$ cat config.mk
export PLATFORM = sky130hd
export DESIGN_NAME = pad_port_top
export DESIGN_NICKNAME = d
export VERILOG_FILES = /design/src/logic/pad_pkg.sv /design/src/logic/pad_port_top.sv /design/src/logic/mouse_nibble_seq.sv /design/src/logic/pad_nibble_mux.sv /design/src/logic/pad_scan_seq.sv
export VERILOG_INCLUDE_DIRS = /design/src /design/src/include
export SDC_FILE = /design/constraint.sdc
export NUM_CORES = 1
export LEC_CHECK = 0
export ABC_AREA = 1
export BUFFER_PORTS_ARGS = -buffer_cell sky130_fd_sc_hd__buf_2
export CAP_MARGIN = 20
export CORE_MARGIN = 2
export CORE_UTILIZATION = 40
export DETAILED_ROUTE_END_ITERATION = 16
export PLACE_DENSITY_LB_ADDON = 0.15
export SYNTH_ARGS = -nofsm -noshare
export SYNTH_HDL_FRONTEND = slang
export SYNTH_HIERARCHICAL = 1
export SYNTH_SLANG_ARGS = --single-unit
$ cat constraint.sdc
create_clock -name CLK_SYS -period 3.6 [get_ports CLK_SYS]
set_input_delay 0.54 -clock CLK_SYS [delete_from_list [all_inputs] [get_ports CLK_SYS]]
set_output_delay 0.54 -clock CLK_SYS [all_outputs]
set_load 0.05 [all_outputs]
$ cat src/include/pad_config.svh
/*
 * Controller port configuration
 * Pad count, button width, mouse axis width and idle timeout width
 */

`ifndef PAD_CONFIG_SVH
`define PAD_CONFIG_SVH

// ========================================
// Pads
// ========================================
`define PAD_COUNT 5
`define PAD_BUTTONS 12

// ========================================
// Mouse
// ========================================
`define MOUSE_AXIS_BITS 8
// Idle counter, phase restarts at saturation
`define MOUSE_TIMEOUT_BITS 15

`endif

$ cat src/logic/pad_pkg.sv
/*
 * Controller port types
 * Pad button word, console nibble, multitap port index,
 * mouse motion sample and the mouse nibble phase
 */

`default_nettype none

`include "pad_config.svh"

package pad_pkg;

	// Bit 0 right, 1 left, 2 down, 3 up, 7:4 I/II/select/run, 11:8 III-VI
	typedef logic [`PAD_BUTTONS-1:0] pad_buttons_t;

	// Active low, as the console reads it
	typedef logic [3:0] pad_nibble_t;

	typedef logic [2:0] pad_port_t;

	typedef logic signed [`MOUSE_AXIS_BITS-1:0] mouse_axis_t;

	// Order of the four nibbles sent per mouse report
	typedef enum logic [1:0] {
		phase_x_high = 2'd0,
		phase_x_low  = 2'd1,
		phase_y_high = 2'd2,
		phase_y_low  = 2'd3
	} mouse_phase_e;

endpackage

`default_nettype wire

$ cat src/logic/pad_port_top.sv
/*
 * Controller port of the console core
 * Five pads with swap, multitap stepping, six-button groups and
 * mouse emulation on port 0, read as nibbles through sel and clr
 */

`default_nettype none

`include "pad_config.svh"

// Scan state shared by the sequencer, the nibble mux and the mouse
interface pad_scan_if;
	logic                sel_rise;
	logic                clr_rise;
	logic                clr;
	pad_pkg::pad_port_t  port;
	logic                high_group;

	modport seq   (output sel_rise, output clr_rise, output clr, output port, output high_group);
	modport mux   (input clr, input port, input high_group);
	modport mouse (input clr, input clr_rise);
endinterface

module pad_port_top (
	input  logic                   CLK_SYS,
	input  logic                   reset,
	input  pad_pkg::pad_buttons_t  pad0,
	input  pad_pkg::pad_buttons_t  pad1,
	input  pad_pkg::pad_buttons_t  pad2,
	input  pad_pkg::pad_buttons_t  pad3,
	input  pad_pkg::pad_buttons_t  pad4,
	input  logic                   swap,
	input  logic                   turbotap,
	input  logic                   buttons6,
	input  logic                   mouse_en,
	input  pad_pkg::mouse_axis_t   mouse_dx,
	input  pad_pkg::mouse_axis_t   mouse_dy,
	input  logic                   mouse_left,
	input  logic                   mouse_right,
	input  logic                   mouse_strobe,
	input  logic                   sel,
	input  logic                   clr,
	output pad_pkg::pad_nibble_t   joy_in
);

	pad_pkg::pad_nibble_t mouse_high;

	pad_scan_if scan ();

	pad_scan_seq i_scan_seq (
		.CLK_SYS(CLK_SYS), .reset(reset),
		.sel(sel), .clr(clr),
		.turbotap(turbotap), .buttons6(buttons6),
		.scan(scan.seq)
	);

	mouse_nibble_seq #(.TIMEOUT_BITS(`MOUSE_TIMEOUT_BITS)) i_mouse_seq (
		.CLK_SYS(CLK_SYS), .reset(reset),
		.mouse_dx(mouse_dx), .mouse_dy(mouse_dy),
		.mouse_strobe(mouse_strobe),
		.scan(scan.mouse),
		.mouse_high(mouse_high)
	);

	pad_nibble_mux #(.PAD_COUNT(`PAD_COUNT)) i_nibble_mux (
		.CLK_SYS(CLK_SYS), .reset(reset),
		.pad0(pad0), .pad1(pad1), .pad2(pad2), .pad3(pad3), .pad4(pad4),
		.swap(swap), .mouse_en(mouse_en),
		.mouse_left(mouse_left), .mouse_right(mouse_right),
		.sel(sel), .mouse_high(mouse_high),
		.scan(scan.mux),
		.joy_in(joy_in)
	);

endmodule

`default_nettype wire

$ cat src/logic/mouse_nibble_seq.sv
/*
 * Mouse nibble sequencer
 * Accumulates motion between reports, steps the four nibble phases
 * on clr rises and restarts the sequence after an idle timeout
 */

`default_nettype none

module mouse_nibble_seq #(
	parameter int TIMEOUT_BITS = 15
) (
	input  logic                  CLK_SYS,
	input  logic                  reset,
	input  pad_pkg::mouse_axis_t  mouse_dx,
	input  pad_pkg::mouse_axis_t  mouse_dy,
	input  logic                  mouse_strobe,
	pad_scan_if.mouse             scan,
	output pad_pkg::pad_nibble_t  mouse_high
);

	pad_pkg::mouse_axis_t   acc_x;
	pad_pkg::mouse_axis_t   acc_y;
	pad_pkg::mouse_axis_t   snap_x;
	pad_pkg::mouse_axis_t   snap_y;
	pad_pkg::mouse_phase_e  phase;
	logic [TIMEOUT_BITS-1:0] idle_cnt;
	logic                    idle_full;

	assign idle_full = &idle_cnt;

	// ========================================
	// Idle timeout
	// ========================================
	always_ff @(posedge CLK_SYS) begin
		if (reset || scan.clr)
			idle_cnt <= '0;
		else if (!idle_full)
			idle_cnt <= idle_cnt + TIMEOUT_BITS'(1);
	end

	// ========================================
	// Phase, snapshot and accumulators
	// ========================================
	always_ff @(posedge CLK_SYS) begin
		if (reset) begin
			acc_x  <= '0;
			acc_y  <= '0;
			snap_x <= '0;
			snap_y <= '0;
			phase  <= pad_pkg::phase_y_low;
		end else begin
			if (idle_full)
				phase <= pad_pkg::phase_y_low;

			// A clr rise wins over the timeout
			if (scan.clr_rise) begin
				phase <= pad_pkg::mouse_phase_e'(phase + 2'd1);
				if (phase == pad_pkg::phase_y_low) begin
					snap_x <= acc_x;
					snap_y <= acc_y;
					acc_x  <= '0;
					acc_y  <= '0;
				end
			end

			// New sample replaces the running value, X flipped
			if (mouse_strobe) begin
				acc_x <= -mouse_dx;
				acc_y <= mouse_dy;
			end
		end
	end

	always_comb begin
		mouse_high = snap_y[3:0];
		case (phase)
			pad_pkg::phase_x_high: mouse_high = snap_x[7:4];
			pad_pkg::phase_x_low:  mouse_high = snap_x[3:0];
			pad_pkg::phase_y_high: mouse_high = snap_y[7:4];
			pad_pkg::phase_y_low:  mouse_high = snap_y[3:0];
			default:               mouse_high = snap_y[3:0];
		endcase
	end

endmodule

`default_nettype wire

$ cat src/logic/pad_nibble_mux.sv
/*
 * Nibble mux
 * Builds the active-low 16-bit word of each port, inserts the
 * mouse byte on port 0 and latches the nibble the console asks for
 */

`default_nettype none

module pad_nibble_mux #(
	parameter int PAD_COUNT = 5
) (
	input  logic                   CLK_SYS,
	input  logic                   reset,
	input  pad_pkg::pad_buttons_t  pad0,
	input  pad_pkg::pad_buttons_t  pad1,
	input  pad_pkg::pad_buttons_t  pad2,
	input  pad_pkg::pad_buttons_t  pad3,
	input  pad_pkg::pad_buttons_t  pad4,
	input  logic                   swap,
	input  logic                   mouse_en,
	input  logic                   mouse_left,
	input  logic                   mouse_right,
	input  logic                   sel,
	input  pad_pkg::pad_nibble_t   mouse_high,
	pad_scan_if.mux                scan,
	output pad_pkg::pad_nibble_t   joy_in
);

	// Nibbles from 0 up: run/select/II/I, directions, III-VI, zero
	function automatic logic [15:0] pad_word(input pad_pkg::pad_buttons_t p);
		return ~{4'hF, p[11:8], p[1], p[2], p[0], p[3], p[7:4]};
	endfunction

	pad_pkg::pad_buttons_t pads [0:4];
	logic [15:0]           words [0:PAD_COUNT-1];
	logic [7:0]            mouse_byte;
	logic [15:0]           port_word;

	// Swap only touches the first two pads
	assign pads[0] = swap ? pad1 : pad0;
	assign pads[1] = swap ? pad0 : pad1;
	assign pads[2] = pad2;
	assign pads[3] = pad3;
	assign pads[4] = pad4;

	assign mouse_byte = {mouse_high, ~{pads[0][7:6], mouse_left, mouse_right}};

	always_comb begin
		for (int i = 0; i < PAD_COUNT; i++)
			words[i] = pad_word(pads[i]);
		if (mouse_en)
			words[0] = {mouse_byte, mouse_byte};
	end

	// Unused multitap ports read F, F, F, 0
	always_comb begin
		port_word = 16'h0FFF;
		for (int i = 0; i < PAD_COUNT; i++)
			if (scan.port == 3'(i))
				port_word = words[i];
	end

	always_ff @(posedge CLK_SYS) begin
		if (reset || scan.clr)
			joy_in <= '0;
		else
			joy_in <= port_word[{scan.high_group, sel, 2'b00} +: 4];
	end

endmodule

`default_nettype wire

$ cat src/logic/pad_scan_seq.sv
/*
 * Scan sequencer
 * Edge detection on the console strobes, multitap port counter
 * and the six-button group flag
 */

`default_nettype none

module pad_scan_seq (
	input  logic CLK_SYS,
	input  logic reset,
	input  logic sel,
	input  logic clr,
	input  logic turbotap,
	input  logic buttons6,
	pad_scan_if.seq scan
);

	logic               sel_q;
	logic               clr_q;
	logic               sel_rise;
	logic               clr_rise;
	pad_pkg::pad_port_t port_q;
	logic               high_group_q;

	// ========================================
	// Strobe edges
	// ========================================
	assign sel_rise = sel & ~sel_q;
	assign clr_rise = clr & ~clr_q;

	always_ff @(posedge CLK_SYS) begin
		if (reset) begin
			sel_q <= 1'b0;
			clr_q <= 1'b0;
		end else begin
			sel_q <= sel;
			clr_q <= clr;
		end
	end

	// ========================================
	// Port counter and button group
	// ========================================
	always_ff @(posedge CLK_SYS) begin
		if (reset) begin
			port_q       <= '0;
			high_group_q <= 1'b0;
		end else if (clr) begin
			port_q <= '0;
			// Alternate groups only in six-button mode
			if (clr_rise)
				high_group_q <= ~high_group_q & buttons6;
		end else if (sel_rise && turbotap) begin
			// Wraps from 7 back to 0
			port_q <= port_q + 3'd1;
		end
	end

	// Outputs to the rest of the port
	assign scan.sel_rise   = sel_rise;
	assign scan.clr_rise   = clr_rise;
	assign scan.clr        = clr;
	assign scan.port       = port_q;
	assign scan.high_group = high_group_q;

endmodule

`default_nettype wire

# After elaboration in Yosys (flattened, before gate mapping)
# Index checks and enable logic that the tools add are counted.
dict set report word_totals {
  ff_bits 59
  latchBits 0
  ram_bits 0
  mem_bits_ro 0
  inputBits 87
  out_inout_bits 4
  memories 0
}
dict set report op_classes {
  add_sub_neg 4
  mul 0
  div_mod_pow 0
  magnitude_cmp 0
  n_eq_ne 7
  shift 1
  n_mux 15
  n_bitwise 12
  n_reduce_logical 12
}
# op n
set ops {}
lappend ops {{$mux W16} 6}
lappend ops {{$not A16 Y16} 5}
lappend ops {{$mux W8} 4}
lappend ops {{$mux W12} 2}
lappend ops {{$pmux W4 S4} 1}
lappend ops {{$shiftx A16 B5 Y4} 1}
lappend ops {{$add A15 B1 Y15 const B} 1}
lappend ops {{$reduce_and A15 Y1} 1}
lappend ops {{$neg A8 Y8} 1}
lappend ops {{$eq A3 B2 Y1 const B} 2}
lappend ops {{$reduce_and A2 Y1} 3}
lappend ops {{$reduce_bool A2 Y1} 3}
lappend ops {{$eq A2 B2 Y1 const B} 2}
lappend ops {{$mux W2} 2}
lappend ops {{$not A4 Y4} 1}
lappend ops {{$add A3 B1 Y3 const B} 1}
lappend ops {{$and A1 B1 Y1} 3}
lappend ops {{$eq A3 B1 Y1 const B} 1}
lappend ops {{$eq A3 B3 Y1 const B} 1}
lappend ops {{$logic_not A3 Y1} 1}
lappend ops {{$not A1 Y1} 3}
lappend ops {{$add A2 B1 Y2 const B} 1}
lappend ops {{$eq A2 B1 Y1 const B} 1}
lappend ops {{$logic_not A2 Y1} 1}
lappend ops {{other kinds (3)} 3}

# Depth between registers and ports, before layout
# Gate-level depths: netlist of the first run.
dict set report logic_depth {
  word_depth 9
  mapped_depth 13
}

# Modules after synthesis
# Netlist of the first run, hierarchy kept.
# module instances cells_per_inst area_each_um2 seq_area_each_um2
set by_module_without_submodules {}
lappend by_module_without_submodules {mouse_nibble_seq 1 321 2338.5 980.9}
lappend by_module_without_submodules {pad_nibble_mux 1 283 1231.2 80.1}
lappend by_module_without_submodules {pad_scan_seq 1 39 282.8 120.1}

# Worst setup path after synthesis of the first run
# Ideal clock, no wire load.
dict set report synth_path {
  path_kind {register to register}
  start {register i_mouse_seq.phase[0]}
  end {register i_nibble_mux.joy_in[1]}
  setup_ps 111
  t_arrival_ps 1402
  required_time_ps 3489
  setup_slack_ps 2087
  path_stages_with_launch 14
  n_path_buf 1
  path_cell_list {dfxtp_1 inv_1 ha_1 clkbuf_1 a21oi_1 a32oi_1 nand2_1 nand2_1 nand2_1 nand2_1 nand2_1 nand2_1 nor2_1 nor2_1}
}
dict set report synth_between {
  elab_chain_cells 9
  word_cells_on_any_way 12
}
# item line_no
set synth_lines {}
lappend synth_lines {{start: declaration} mouse_nibble_seq.sv:25} ;# pad_pkg::mouse_phase_e phase;
lappend synth_lines {{start signal: assignment} mouse_nibble_seq.sv:50} ;# phase <= pad_pkg::phase_y_low;
lappend synth_lines {{start signal: assignment} mouse_nibble_seq.sv:53} ;# phase <= pad_pkg::phase_y_low;
lappend synth_lines {{start signal: assignment} mouse_nibble_seq.sv:57} ;# phase <= pad_pkg::mouse_phase_e'(phase + 2'd1);
lappend synth_lines {{$eq A2 B2 Y1, or another cell as far along} mouse_nibble_seq.sv:76} ;# case (phase)
lappend synth_lines {{$pmux W4 S4 (*)} mouse_nibble_seq.sv:76}
lappend synth_lines {{via mouse_high[1]} pad_port_top.sv:46} ;# pad_pkg::pad_nibble_t mouse_high;
lappend synth_lines {{$mux W16 (*)} pad_nibble_mux.sv:51} ;# if (mouse_en)
lappend synth_lines {{$mux W16 (*) (5 in series)} pad_nibble_mux.sv:59} ;# if (scan.port == 3'(i))
lappend synth_lines {{$shiftx A16 B5 Y4 (*)} pad_nibble_mux.sv:67} ;# joy_in <= port_word[{scan.high_group, sel, 2'b00} +: 4];
lappend synth_lines {{end signal: assignment} pad_nibble_mux.sv:67}
lappend synth_lines {{end: declaration} pad_nibble_mux.sv:26} ;# output pad_pkg::pad_nibble_t joy_in
# Mark *: on every way through the listed nets, which the timed path passes. The rest lies on a longest branch.
# A chain may end at the register's enable or synchronous reset.

# Worst setup path after layout of the first run
dict set report layout_path {
  start {register i_scan_seq.port_q[2] (netlist: i_scan_seq/scan.port[2])}
  end {register i_nibble_mux.joy_in[1]}
}
dict set report layout_between {
  elab_chain_cells 7
  word_cells_on_any_way 11
}
# item line_no
set layout_lines {}
lappend layout_lines {{start: declaration} pad_scan_seq.sv:23} ;# pad_pkg::pad_port_t port_q;
lappend layout_lines {{start signal: assignment} pad_scan_seq.sv:56} ;# port_q <= port_q + 3'd1;
lappend layout_lines {{$logic_not A3 Y1} pad_nibble_mux.sv:59}
lappend layout_lines {{$mux W16 (4 in series)} pad_nibble_mux.sv:59}
lappend layout_lines {{$mux W16 (*)} pad_nibble_mux.sv:59}
lappend layout_lines {{$shiftx A16 B5 Y4 (*)} pad_nibble_mux.sv:67}
# Every way passes the cells marked *; elsewhere a longest branch is shown, timed or not.

==> results of run 1 <==
-- tightest hold or removal path, delay by kind of cell --
family / cells / cell delay (ns)
buf+inv: 1 / 0.09
simple gates: 1 / 0.05
compound gates: 1 / 0.05
-- metal layers --
metal,routed length [um],up-vias,part of all wire [%],global-route usage (%)
met5,0,-,0,0
met4,126,0,1.2,6.15
met3,723,10,7.1,3.15
met2,4740,132,46,34.6
met1,4650,1780,45,25.8
li1,-,2170,-,-
-- cell type report --
type                    instances  share of cell area (%)
clock buffers                  10                    3.00
clock inverters                 6                    1.94
inverters                      77                    6.34
multi-input cells             486                    49.4
flip-flops and latches         59                    25.8
well taps                     129                    3.52
repair buffers                 91                    10.0
-- flip-flops by register name, summed over array words and instances (netlist names), 2 cells and up --
signal                cells
i_mouse_seq/snap_x        8
i_scan_seq/scan.port      3
i_mouse_seq/acc_y         8
i_mouse_seq/phase         2
i_nibble_mux/joy_in       4
i_mouse_seq/idle_cnt     15
i_mouse_seq/snap_y        8
i_mouse_seq/acc_x         8
-- report_power, final --
group / switching, W / leakage [nW] / internal, W
Combinational: 0.000182 / 1.73 / 0.000111
Sequential: 0.0000221 / 0.483 / 0.000688
Clock: 0.000267 / 0.108 / 0.000408
-- worst paths after layout --
check	startpoint	end	slack, ns	depth (start not counted)
max	i_scan_seq/scan.port[2]	i_nibble_mux/joy_in[1]	1.42	8
min reg2reg	i_mouse_seq/snap_x[6]	i_mouse_seq/snap_x[6]	0.46	2
max reg2reg	i_scan_seq/scan.port[2]	i_nibble_mux/joy_in[1]	1.42	8
min	mouse_dy[0]	i_mouse_seq/acc_y[0]	0.46	3
-- cell families after synthesis --
| group | after synthesis |
|---|---|
| AND/OR/NAND/NOR | 406 |
| adder cells (fa/ha/maj) | 7 |
| flip-flops | 59 |
| buffers and inverters | 98 |
| AO/OA/AOI/OAI | 69 |
| XOR/XNOR | 4 |
-- Yosys cell counts (all sizes together) --
master / number / share of area, %
ha: 7 / 2.3
nand3b: 1 / 0.19
dfxtp: 59 / 31
or2: 5 / 0.81
o211ai: 4 / 0.78
nand2: 225 / 23
a21oi: 30 / 5.0
nand3: 55 / 7.4
nand4: 6 / 0.97
xnor2: 2 / 0.45
inv: 74 / 7.2
a31oi: 4 / 0.65
nor2: 110 / 12
a32oi: 4 / 0.91
xor2: 2 / 0.45
nor3: 2 / 0.39
o21ai: 27 / 3.5
clkinv: 3 / 0.32
clkbuf: 10 / 0.97
buf: 11 / 2.1
and3: 2 / 0.32
-- through the flow --
step	hold slack, ns	area, um^2	utilization (%)	instances	worst slack (ns)
after detailed placement	0.454	4350	46.9	842	1.22
after global placement	0.454	4350	46.9	842	1.31
after global routing	0.463	4580	49.3	858	1.22
after CTS	0.447	4580	49.3	858	1.45
after floorplan	0.430	3850	-	643	2.09
final	0.459	4580	49.3	858	1.42
==> impl_metrics.env, run 1 <==
export IMPL_status="completed"
export IMPL_total_power_w=0.00168
export IMPL_dr_pass1_iters=5
export IMPL_critPathTopFamily="simple AND/OR/NAND/NOR gates"
export IMPL_fin_crit_ns=2.18
export IMPL_yosys_warnings=6
export IMPL_drive_gt1_share_pct=20.2
export IMPL_root_buffer="clkbuf_8"
export IMPL_hp_class="input port to flop"
export IMPL_fin_skew_ns=0.0126
export IMPL_io_buffers=90
export IMPL_core_um2=9280
export IMPL_synth_simple_area_share_pct=44.8
export IMPL_drc_errors=0
export IMPL_cts_resized=0
export IMPL_final_antenna_net_count=0
export IMPL_numCtsBuffers=9
export IMPL_drv_cap=0
export IMPL_clk_latency_ns=0.33
export IMPL_worst_setup_path_type="flop to flop"
export IMPL_cts_sinks=59
export IMPL_leakage_nw=2.32
export IMPL_htreeDepth=3
export IMPL_fill_cells=1017
export IMPL_start_util_pct=41.5
export IMPL_synthXorXnorAreaFrac_pct=0.909
export IMPL_drv_slew=0
export IMPL_postSynthCellCount=643
export IMPL_cp_buffers_inverters=2
export IMPL_cp_slowest_cell="dfxtp_1"
export IMPL_antenna_found_initial=0
export IMPL_multi_input_area_um2=2260
export IMPL_period_share_pct=60.6
export IMPL_wl_mm=10.2
export IMPL_die_w_um=102
export IMPL_grt_pass1_vias=3648
export IMPL_power_density_nw_per_um2=366
export IMPL_yosys_cell_types_count=36
export IMPL_path_clk_slew_ns=0.08
export IMPL_ios=91
export IMPL_n_antenna_cell=0
export IMPL_slew_headroom_pct=55.3
export IMPL_synthMuxAreaShare_pct=0
export IMPL_tightest_slew_ns=0.670
export IMPL_critical_path_arrival_ns=2.45
export IMPL_grt_usage_pct=20.1
export IMPL_syn_to_final_growth_pct=18.9
export IMPL_drtIter0Drc=161
export IMPL_ys_seq_area_share_pct=30.7
export IMPL_finalHoldViolations=0
export IMPL_crit_path_max_fanout=17
export IMPL_cp_data_required_time_ns=3.87
export IMPL_dieArea_um2=10400
export IMPL_synthesis_area_um2=3850
export IMPL_grt_pass1_wl_mm=16.6
export IMPL_setup_tns_final_ns=0
export IMPL_dp_hpwl_mm=7.77
export IMPL_num_vias=4092
export IMPL_cts_tree="yes"
export IMPL_routedWlPerCell_um=11.9
export IMPL_cts_buffer_depth=2
export IMPL_startpoint_type="flop"
export IMPL_final_common_cell="nand2_1"
export IMPL_path_cells="inv_1, nand3_1, inv_1, a21oi_1, nand3_1, nor2_1, nor2_1, nor2_1"
export IMPL_hold_buffers=0
export IMPL_synthAdderAreaFrac_pct=2.27
export IMPL_ff_latch_area_um2=1180
export IMPL_synth_seq_cells=59
export IMPL_critPathCaptureType="flop"
export IMPL_routabilityCongestion=0.907
export IMPL_num_rows=35
export IMPL_layout_common_cells="nand2_1 (212), nor2_1 (104), buf_2 (90)"
export IMPL_synth_compound_area_share_pct=10.8
export IMPL_grt_overflow_total=0
export IMPL_grt_max_degree=32
export IMPL_cts_setup_buffers=0
export IMPL_syn_num_nets=737
export IMPL_die_y_um=102
export IMPL_avgSynthCellArea_um2=5.99
export IMPL_max_freq_mhz=458
export IMPL_rsz0062_at_grt="false"
export IMPL_slowest_delay_ns=0.69
export IMPL_setup_violations=0
export IMPL_worst_path_most_repeated_cell="nor2_1"
export IMPL_synth_top_family_by_area="simple AND/OR/NAND/NOR gates"
export IMPL_viasPerCell=4.77
export IMPL_ir_drop_v=0.000270
export IMPL_nNetsFinal=818
No activity file was read; power rests on OpenSTA's default activity.
==> run 2: changes to the inputs <==
Settings changed: ABC_AREA 1 to 0.
Clock period 3.6 ns to 2.2 ns, I/O delays scaled along.
==> run 2 against run 1 <==
Effect of this change: global-route usage fell by 1.0 points; non-clock buffer count rose by 17; combinational power rose by 49%; utilization rose by 1.7 points; final cell count fell by 26%; die area fell by 5.6%; wire length fell by 7.4%; power rose by 61%; setup slack got worse by 1.4 ns; final area fell by 2.4%; clock power rose by 67%; register-to-register slack got worse by 1.4 ns; highest routed layer unchanged.
==> impl_metrics.env, run 2 <==
export IMPL_numCtsBuffers=9
export IMPL_regMostFlops="i_mouse_seq/idle_cnt"
export IMPL_path_cells="inv_4, ha_4, a222oi_1, mux2i_1, a21oi_1, o21ai_1, a221o_1, a221oi_2, a311oi_1"
export IMPL_cp_data_required_time_ns=2.40
export IMPL_grt_overflow_total=0
export IMPL_fin_skew_ns=0.0107
export IMPL_routabilityCongestion=0.875
export IMPL_core_um2=8760
export IMPL_hp_class="input port to flop"
export IMPL_hold_end="i_mouse_seq/acc_y[6]"
export IMPL_cts_tree="yes"
export IMPL_die_w_um=99.2
export IMPL_worstHoldStart="mouse_dy[6]"
export IMPL_path_clk_slew_ns=0.07
export IMPL_met1_usage_pct=25.7
export IMPL_synthesis_area_um2=3630
export IMPL_setup_ws_ns=0.0528
export IMPL_drive_gt1_share_pct=31.0
export IMPL_total_power_w=0.00270
export IMPL_finalHoldViolations=0
export IMPL_drv_cap=0
export IMPL_slew_headroom_pct=60.5
export IMPL_clk_latency_ns=0.34
export IMPL_hold_buffers=0
export IMPL_slowest_delay_ns=0.38
export IMPL_largest_reg_flops=15
export IMPL_dieArea_um2=9850
export IMPL_io_buffers=90
export IMPL_period_share_pct=97.6
export IMPL_worstHoldPathCells=3
export IMPL_avgSynthCellArea_um2=8.34
export IMPL_ios=91
export IMPL_drtIter0Drc=129
export IMPL_worst_setup_path_type="flop to flop"
export IMPL_n_antenna_cell=0
export IMPL_dr_pass1_iters=4
export IMPL_grt_busiest_layer="met2"
export IMPL_start_util_pct=41.4
export IMPL_placed_cells=618
export IMPL_grt_use_met2_pct=30.9
export IMPL_final_cells=637
export IMPL_fill_cells=875
export IMPL_startpoint_type="flop"
export IMPL_num_rows=34
export IMPL_cp_slowest_cell="dfxtp_4"
export IMPL_final_area_um2=4470
export IMPL_cts_buffer_depth=2
export IMPL_yosys_warnings=6
export IMPL_ir_drop_v=0.000564
export IMPL_critical_path_arrival_ns=2.35
export IMPL_cts_sinks=59
export IMPL_rsz0062_at_grt="true"
export IMPL_worst_r2r_cell_count=9
export IMPL_grt_util_met3_pct=3.87
export IMPL_max_freq_mhz=466
export IMPL_viasPerCell=5.52
export IMPL_grt_usage_pct=19.1
export IMPL_power_density_nw_per_um2=604
export IMPL_drv_slew=0
export IMPL_layout_common_cells="buf_2 (90), nand2_1 (67), dfxtp_1 (57)"
export IMPL_postSynthCellCount=435
export IMPL_routedWlPerCell_um=14.9
export IMPL_dp_hpwl_mm=6.96
export IMPL_reg2reg_slack_ns=0.05
export IMPL_grt_max_degree=34
export IMPL_root_buffer="clkbuf_8"
export IMPL_final_common_cell="buf_2"
export IMPL_rr_endpoint="i_nibble_mux/joy_in[3]"
export IMPL_cp_buffers_inverters=1
export IMPL_grt_pass1_vias=3297
export IMPL_status="completed"
export IMPL_die_y_um=99.2
export IMPL_dp_slack_ns=-0.121
export IMPL_leakage_nw=1.76
export IMPL_syn_num_nets=529
export IMPL_drc_errors=0
export IMPL_critPathTopFamily="compound AO/OA/AOI/OAI gates"
export IMPL_antenna_found_initial=0
export IMPL_setup_violations=0
export IMPL_tightest_slew_ns=0.593
export IMPL_htreeDepth=3
export IMPL_crit_path_max_fanout=4
export IMPL_nNetsFinal=618
export IMPL_syn_to_final_growth_pct=23.2
export IMPL_dpl_instance_area_um2=4190
export IMPL_post_route_util_pct=51.0
export IMPL_final_antenna_net_count=0
export IMPL_critPathCaptureType="flop"
export IMPL_grt_pass1_wl_mm=15.4
export IMPL_num_vias=3517
export IMPL_fin_crit_ns=2.15
export IMPL_reg2reg_from="i_mouse_seq/phase[0]"
export IMPL_wl_mm=9.48
==> run 2: worst max path at each step <==
stage	from	end	slack (ns)	cells after the start
finish	i_mouse_seq/phase[0]	i_nibble_mux/joy_in[3]	0.05	9
global placement	i_mouse_seq/phase[0]	i_nibble_mux/joy_in[3]	0.01	9
CTS	i_mouse_seq/phase[0]	i_nibble_mux/joy_in[3]	0.01	9
floorplan	i_mouse_seq/phase[0]	i_nibble_mux/joy_in[3]	0.15	9
detailed placement	i_mouse_seq/phase[0]	i_nibble_mux/joy_in[3]	-0.12	9
global route	i_mouse_seq/phase[0]	i_nibble_mux/joy_in[3]	-0.15	9
==> run 2: area by class of cell <==
type | count | area (um^2) | area share [%]
multi-input combinational | 331 | 2250 | 50.4
sequential | 59 | 1190 | 26.6
timing repair buffer | 108 | 611 | 13.7
clock buffer | 10 | 138 | 3.08
tap | 108 | 135 | 3.02
clock inverter | 6 | 88.8 | 1.99
inverter | 15 | 58.8 | 1.32
==> run 2: per-stage QoR <==
step	TNS [ns]	hold WS [ns]
3_3_place_gp	0	0.443
4_1_cts	0	0.224
5_1_grt	-0.307	0.231
6_report	0	0.232
2_1_floorplan	0	0.399
3_5_place_dp	-0.150	0.445
==> run 2: power breakdown <==
part | total, W | switching [W] | internal (W) | leakage [nW]
Clock | 0.00113 | 0.000464 | 0.000668 | 0.108
Combinational | 0.000435 | 0.000230 | 0.000205 | 1.17
Sequential | 0.00113 | 0.0000289 | 0.00111 | 0.481
Total | 0.00270 | 0.000722 | 0.00198 | 1.76
==> run 2: what timing repair did <==
item | 4_1_cts | 5_1_grt
setup endpoints to repair | 2 | 4
buffers inserted | 3 | 0
resized for setup | 4 | 9
gates cloned | 0 | 0
hold endpoints to repair | 0 | 0
pin swaps | 4 | 6
==> run 2: layer usage <==
metal  vias to the layer above  wire [um]
met5                         -          0
met4                         0         85
met3                        10        417
met2                        77       4550
met1                      1668       4420
li1                       1762          -
==> run 2: tightest hold or removal path, stage by stage <==
cell and delay (ns):
buf_2 0.09, nand2_1 0.05, a21oi_1 0.05
==> run 3: changes to the inputs <==
Settings changed: CTS_BUF_LIST from default to sky130_fd_sc_hd__clkbuf_2 sky130_fd_sc_hd__clkbuf_4 sky130_fd_sc_hd__clkbuf_8.
Clock period 2.2 ns to 2.6 ns, I/O delays scaled along.
==> run 3 against run 2 <==
Effect of this change: fmax is 5.7% lower; first-iteration DRC count is 8.5% lower; via count is 2.2% lower; register-to-register slack better by 0.27 ns; critical path type unchanged; largest power group is now clock; highest routed layer unchanged.
==> impl_metrics.env, run 3 (synthesis results as in run 2) <==
export IMPL_status="completed"
export IMPL_routabilityCongestion=0.823
export IMPL_worstHoldPathCells=3
export IMPL_fin_crit_ns=2.28
export IMPL_slowest_delay_ns=0.39
export IMPL_cp_data_required_time_ns=2.79
export IMPL_grt_max_degree=34
export IMPL_critPathTopFamily="compound AO/OA/AOI/OAI gates"
export IMPL_nNetsFinal=610
export IMPL_worst_setup_path_type="flop to flop"
export IMPL_clk_latency_ns=0.33
export IMPL_cts_setup_buffers=0
export IMPL_die_y_um=99.2
export IMPL_regMostFlops="i_mouse_seq/idle_cnt"
export IMPL_worst_r2r_cell_count=9
export IMPL_path_cells="inv_1, ha_1, a222oi_1, mux2i_1, a21oi_1, o21ai_0, a221o_1, a221oi_1, a311oi_1"
export IMPL_drv_slew=0
export IMPL_largest_reg_flops=15
export IMPL_dr_pass1_iters=6
export IMPL_die_w_um=99.2
export IMPL_cts_buffer_depth=2
export IMPL_final_common_cell="buf_2"
export IMPL_dieArea_um2=9850
export IMPL_numCtsBuffers=9
export IMPL_critPathCaptureType="flop"
export IMPL_grt_pass1_wl_mm=15.1
export IMPL_cts_sinks=59
export IMPL_leakage_nw=1.73
export IMPL_grt_overflow_total=0
export IMPL_num_rows=34
export IMPL_drv_cap=0
export IMPL_start_util_pct=41.4
export IMPL_rsz0062_at_grt="false"
export IMPL_dpl_instance_area_um2=4120
export IMPL_antenna_found_initial=0
export IMPL_hold_buffers=0
export IMPL_wl_mm=9.13
export IMPL_htreeDepth=3
export IMPL_fin_skew_ns=0.0108
export IMPL_grt_usage_pct=18.5
export IMPL_ir_drop_v=0.000444
export IMPL_path_clk_slew_ns=0.07
export IMPL_cts_resized=0
export IMPL_io_buffers=90
export IMPL_period_share_pct=87.6
export IMPL_crit_path_max_fanout=5
export IMPL_cts_tree="yes"
export IMPL_ios=91
export IMPL_final_cells=629
export IMPL_slew_headroom_pct=61.9
export IMPL_drtIter0Drc=118
export IMPL_syn_to_final_growth_pct=20.3
export IMPL_max_freq_mhz=439
export IMPL_tightest_slew_ns=0.571
export IMPL_viasPerCell=5.47
export IMPL_num_vias=3439
export IMPL_cp_num_cells=9
export IMPL_drc_errors=0
export IMPL_finalHoldViolations=0
export IMPL_final_area_um2=4370
export IMPL_setup_violations=0
export IMPL_n_antenna_cell=0
export IMPL_grt_pass1_vias=3231
export IMPL_core_um2=8760
export IMPL_hp_class="input port to flop"
export IMPL_placed_cells=613
export IMPL_root_buffer="clkbuf_8"
export IMPL_fill_cells=846
export IMPL_cp_slowest_cell="dfxtp_1"
export IMPL_holdWs_ns=0.300
export IMPL_final_antenna_net_count=0
export IMPL_startpoint_type="flop"
export IMPL_routedWlPerCell_um=14.5
export IMPL_setup_tns_final_ns=0
export IMPL_total_power_w=0.00229
export IMPL_dp_hpwl_mm=6.83
export IMPL_drive_gt1_share_pct=28.4
export IMPL_power_density_nw_per_um2=525
export IMPL_cp_buffers_inverters=1
export IMPL_layout_common_cells="buf_2 (90), nand2_1 (67), dfxtp_1 (59)"
export IMPL_critical_path_arrival_ns=2.46
-- run 3: cell count changes in the layout (fill, tap and decap cells not counted), sizes merged --
cell and change:
clkbuf +3, buf -8, clkinvlp -2, clkinv -1
-- run 3: metrics by stage --
stage                     utilization [%]  worst slack, ns
after detailed placement             47.1            0.338
after global routing                 49.8           0.0927
final                                49.8            0.322
after global placement               47.1            0.414
after floorplan                         -            0.549
after CTS                            49.8            0.315
-- run 3: path summary, 6_finish.rpt --
check                       startpoint                      to  slack, ns
hold reg to reg   i_mouse_seq/acc_y[4]   i_mouse_seq/snap_y[4]       0.45
setup reg to reg  i_mouse_seq/phase[0]  i_nibble_mux/joy_in[3]       0.32
setup / recovery  i_mouse_seq/phase[0]  i_nibble_mux/joy_in[3]       0.32
hold / removal             mouse_dy[3]    i_mouse_seq/acc_y[3]       0.30
-- run 3: worst reg2reg max path: stages, from the launching register on --
cell	delay, ns
dfxtp_1	0.39
inv_1	0.09
ha_1	0.24
a222oi_1	0.35
mux2i_1	0.16
a21oi_1	0.15
o21ai_0	0.09
a221o_1	0.35
a221oi_1	0.26
a311oi_1	0.06
-- run 3: power by group --
part / internal (W) / switching, W / total [W]
registers: 0.000936 / 0.0000223 / 0.000958
clock network: 0.000631 / 0.000357 / 0.000988
logic: 0.000160 / 0.000186 / 0.000346
total: 0.00173 / 0.000565 / 0.00229
-- run 3: layer usage --
metal  vias up  GRT usage, %  wire length [um]
met2        76          31.4              4500
met3         4          4.71               414
met4         0          3.16                47
met1      1612          24.2              4170
met5         -             0                 0
li1       1747             -                 -
-- run 3: final cells by class --
cell class | count | area, um^2 | share of cell area [%]
tap | 108 | 135 | 3.10
clock inverter | 3 | 68.8 | 1.58
clock buffer | 13 | 173 | 3.96
timing repair buffer | 100 | 526 | 12.0
inverter | 15 | 56.3 | 1.29
sequential | 59 | 1180 | 27.1
multi-input combinational | 331 | 2230 | 51.0
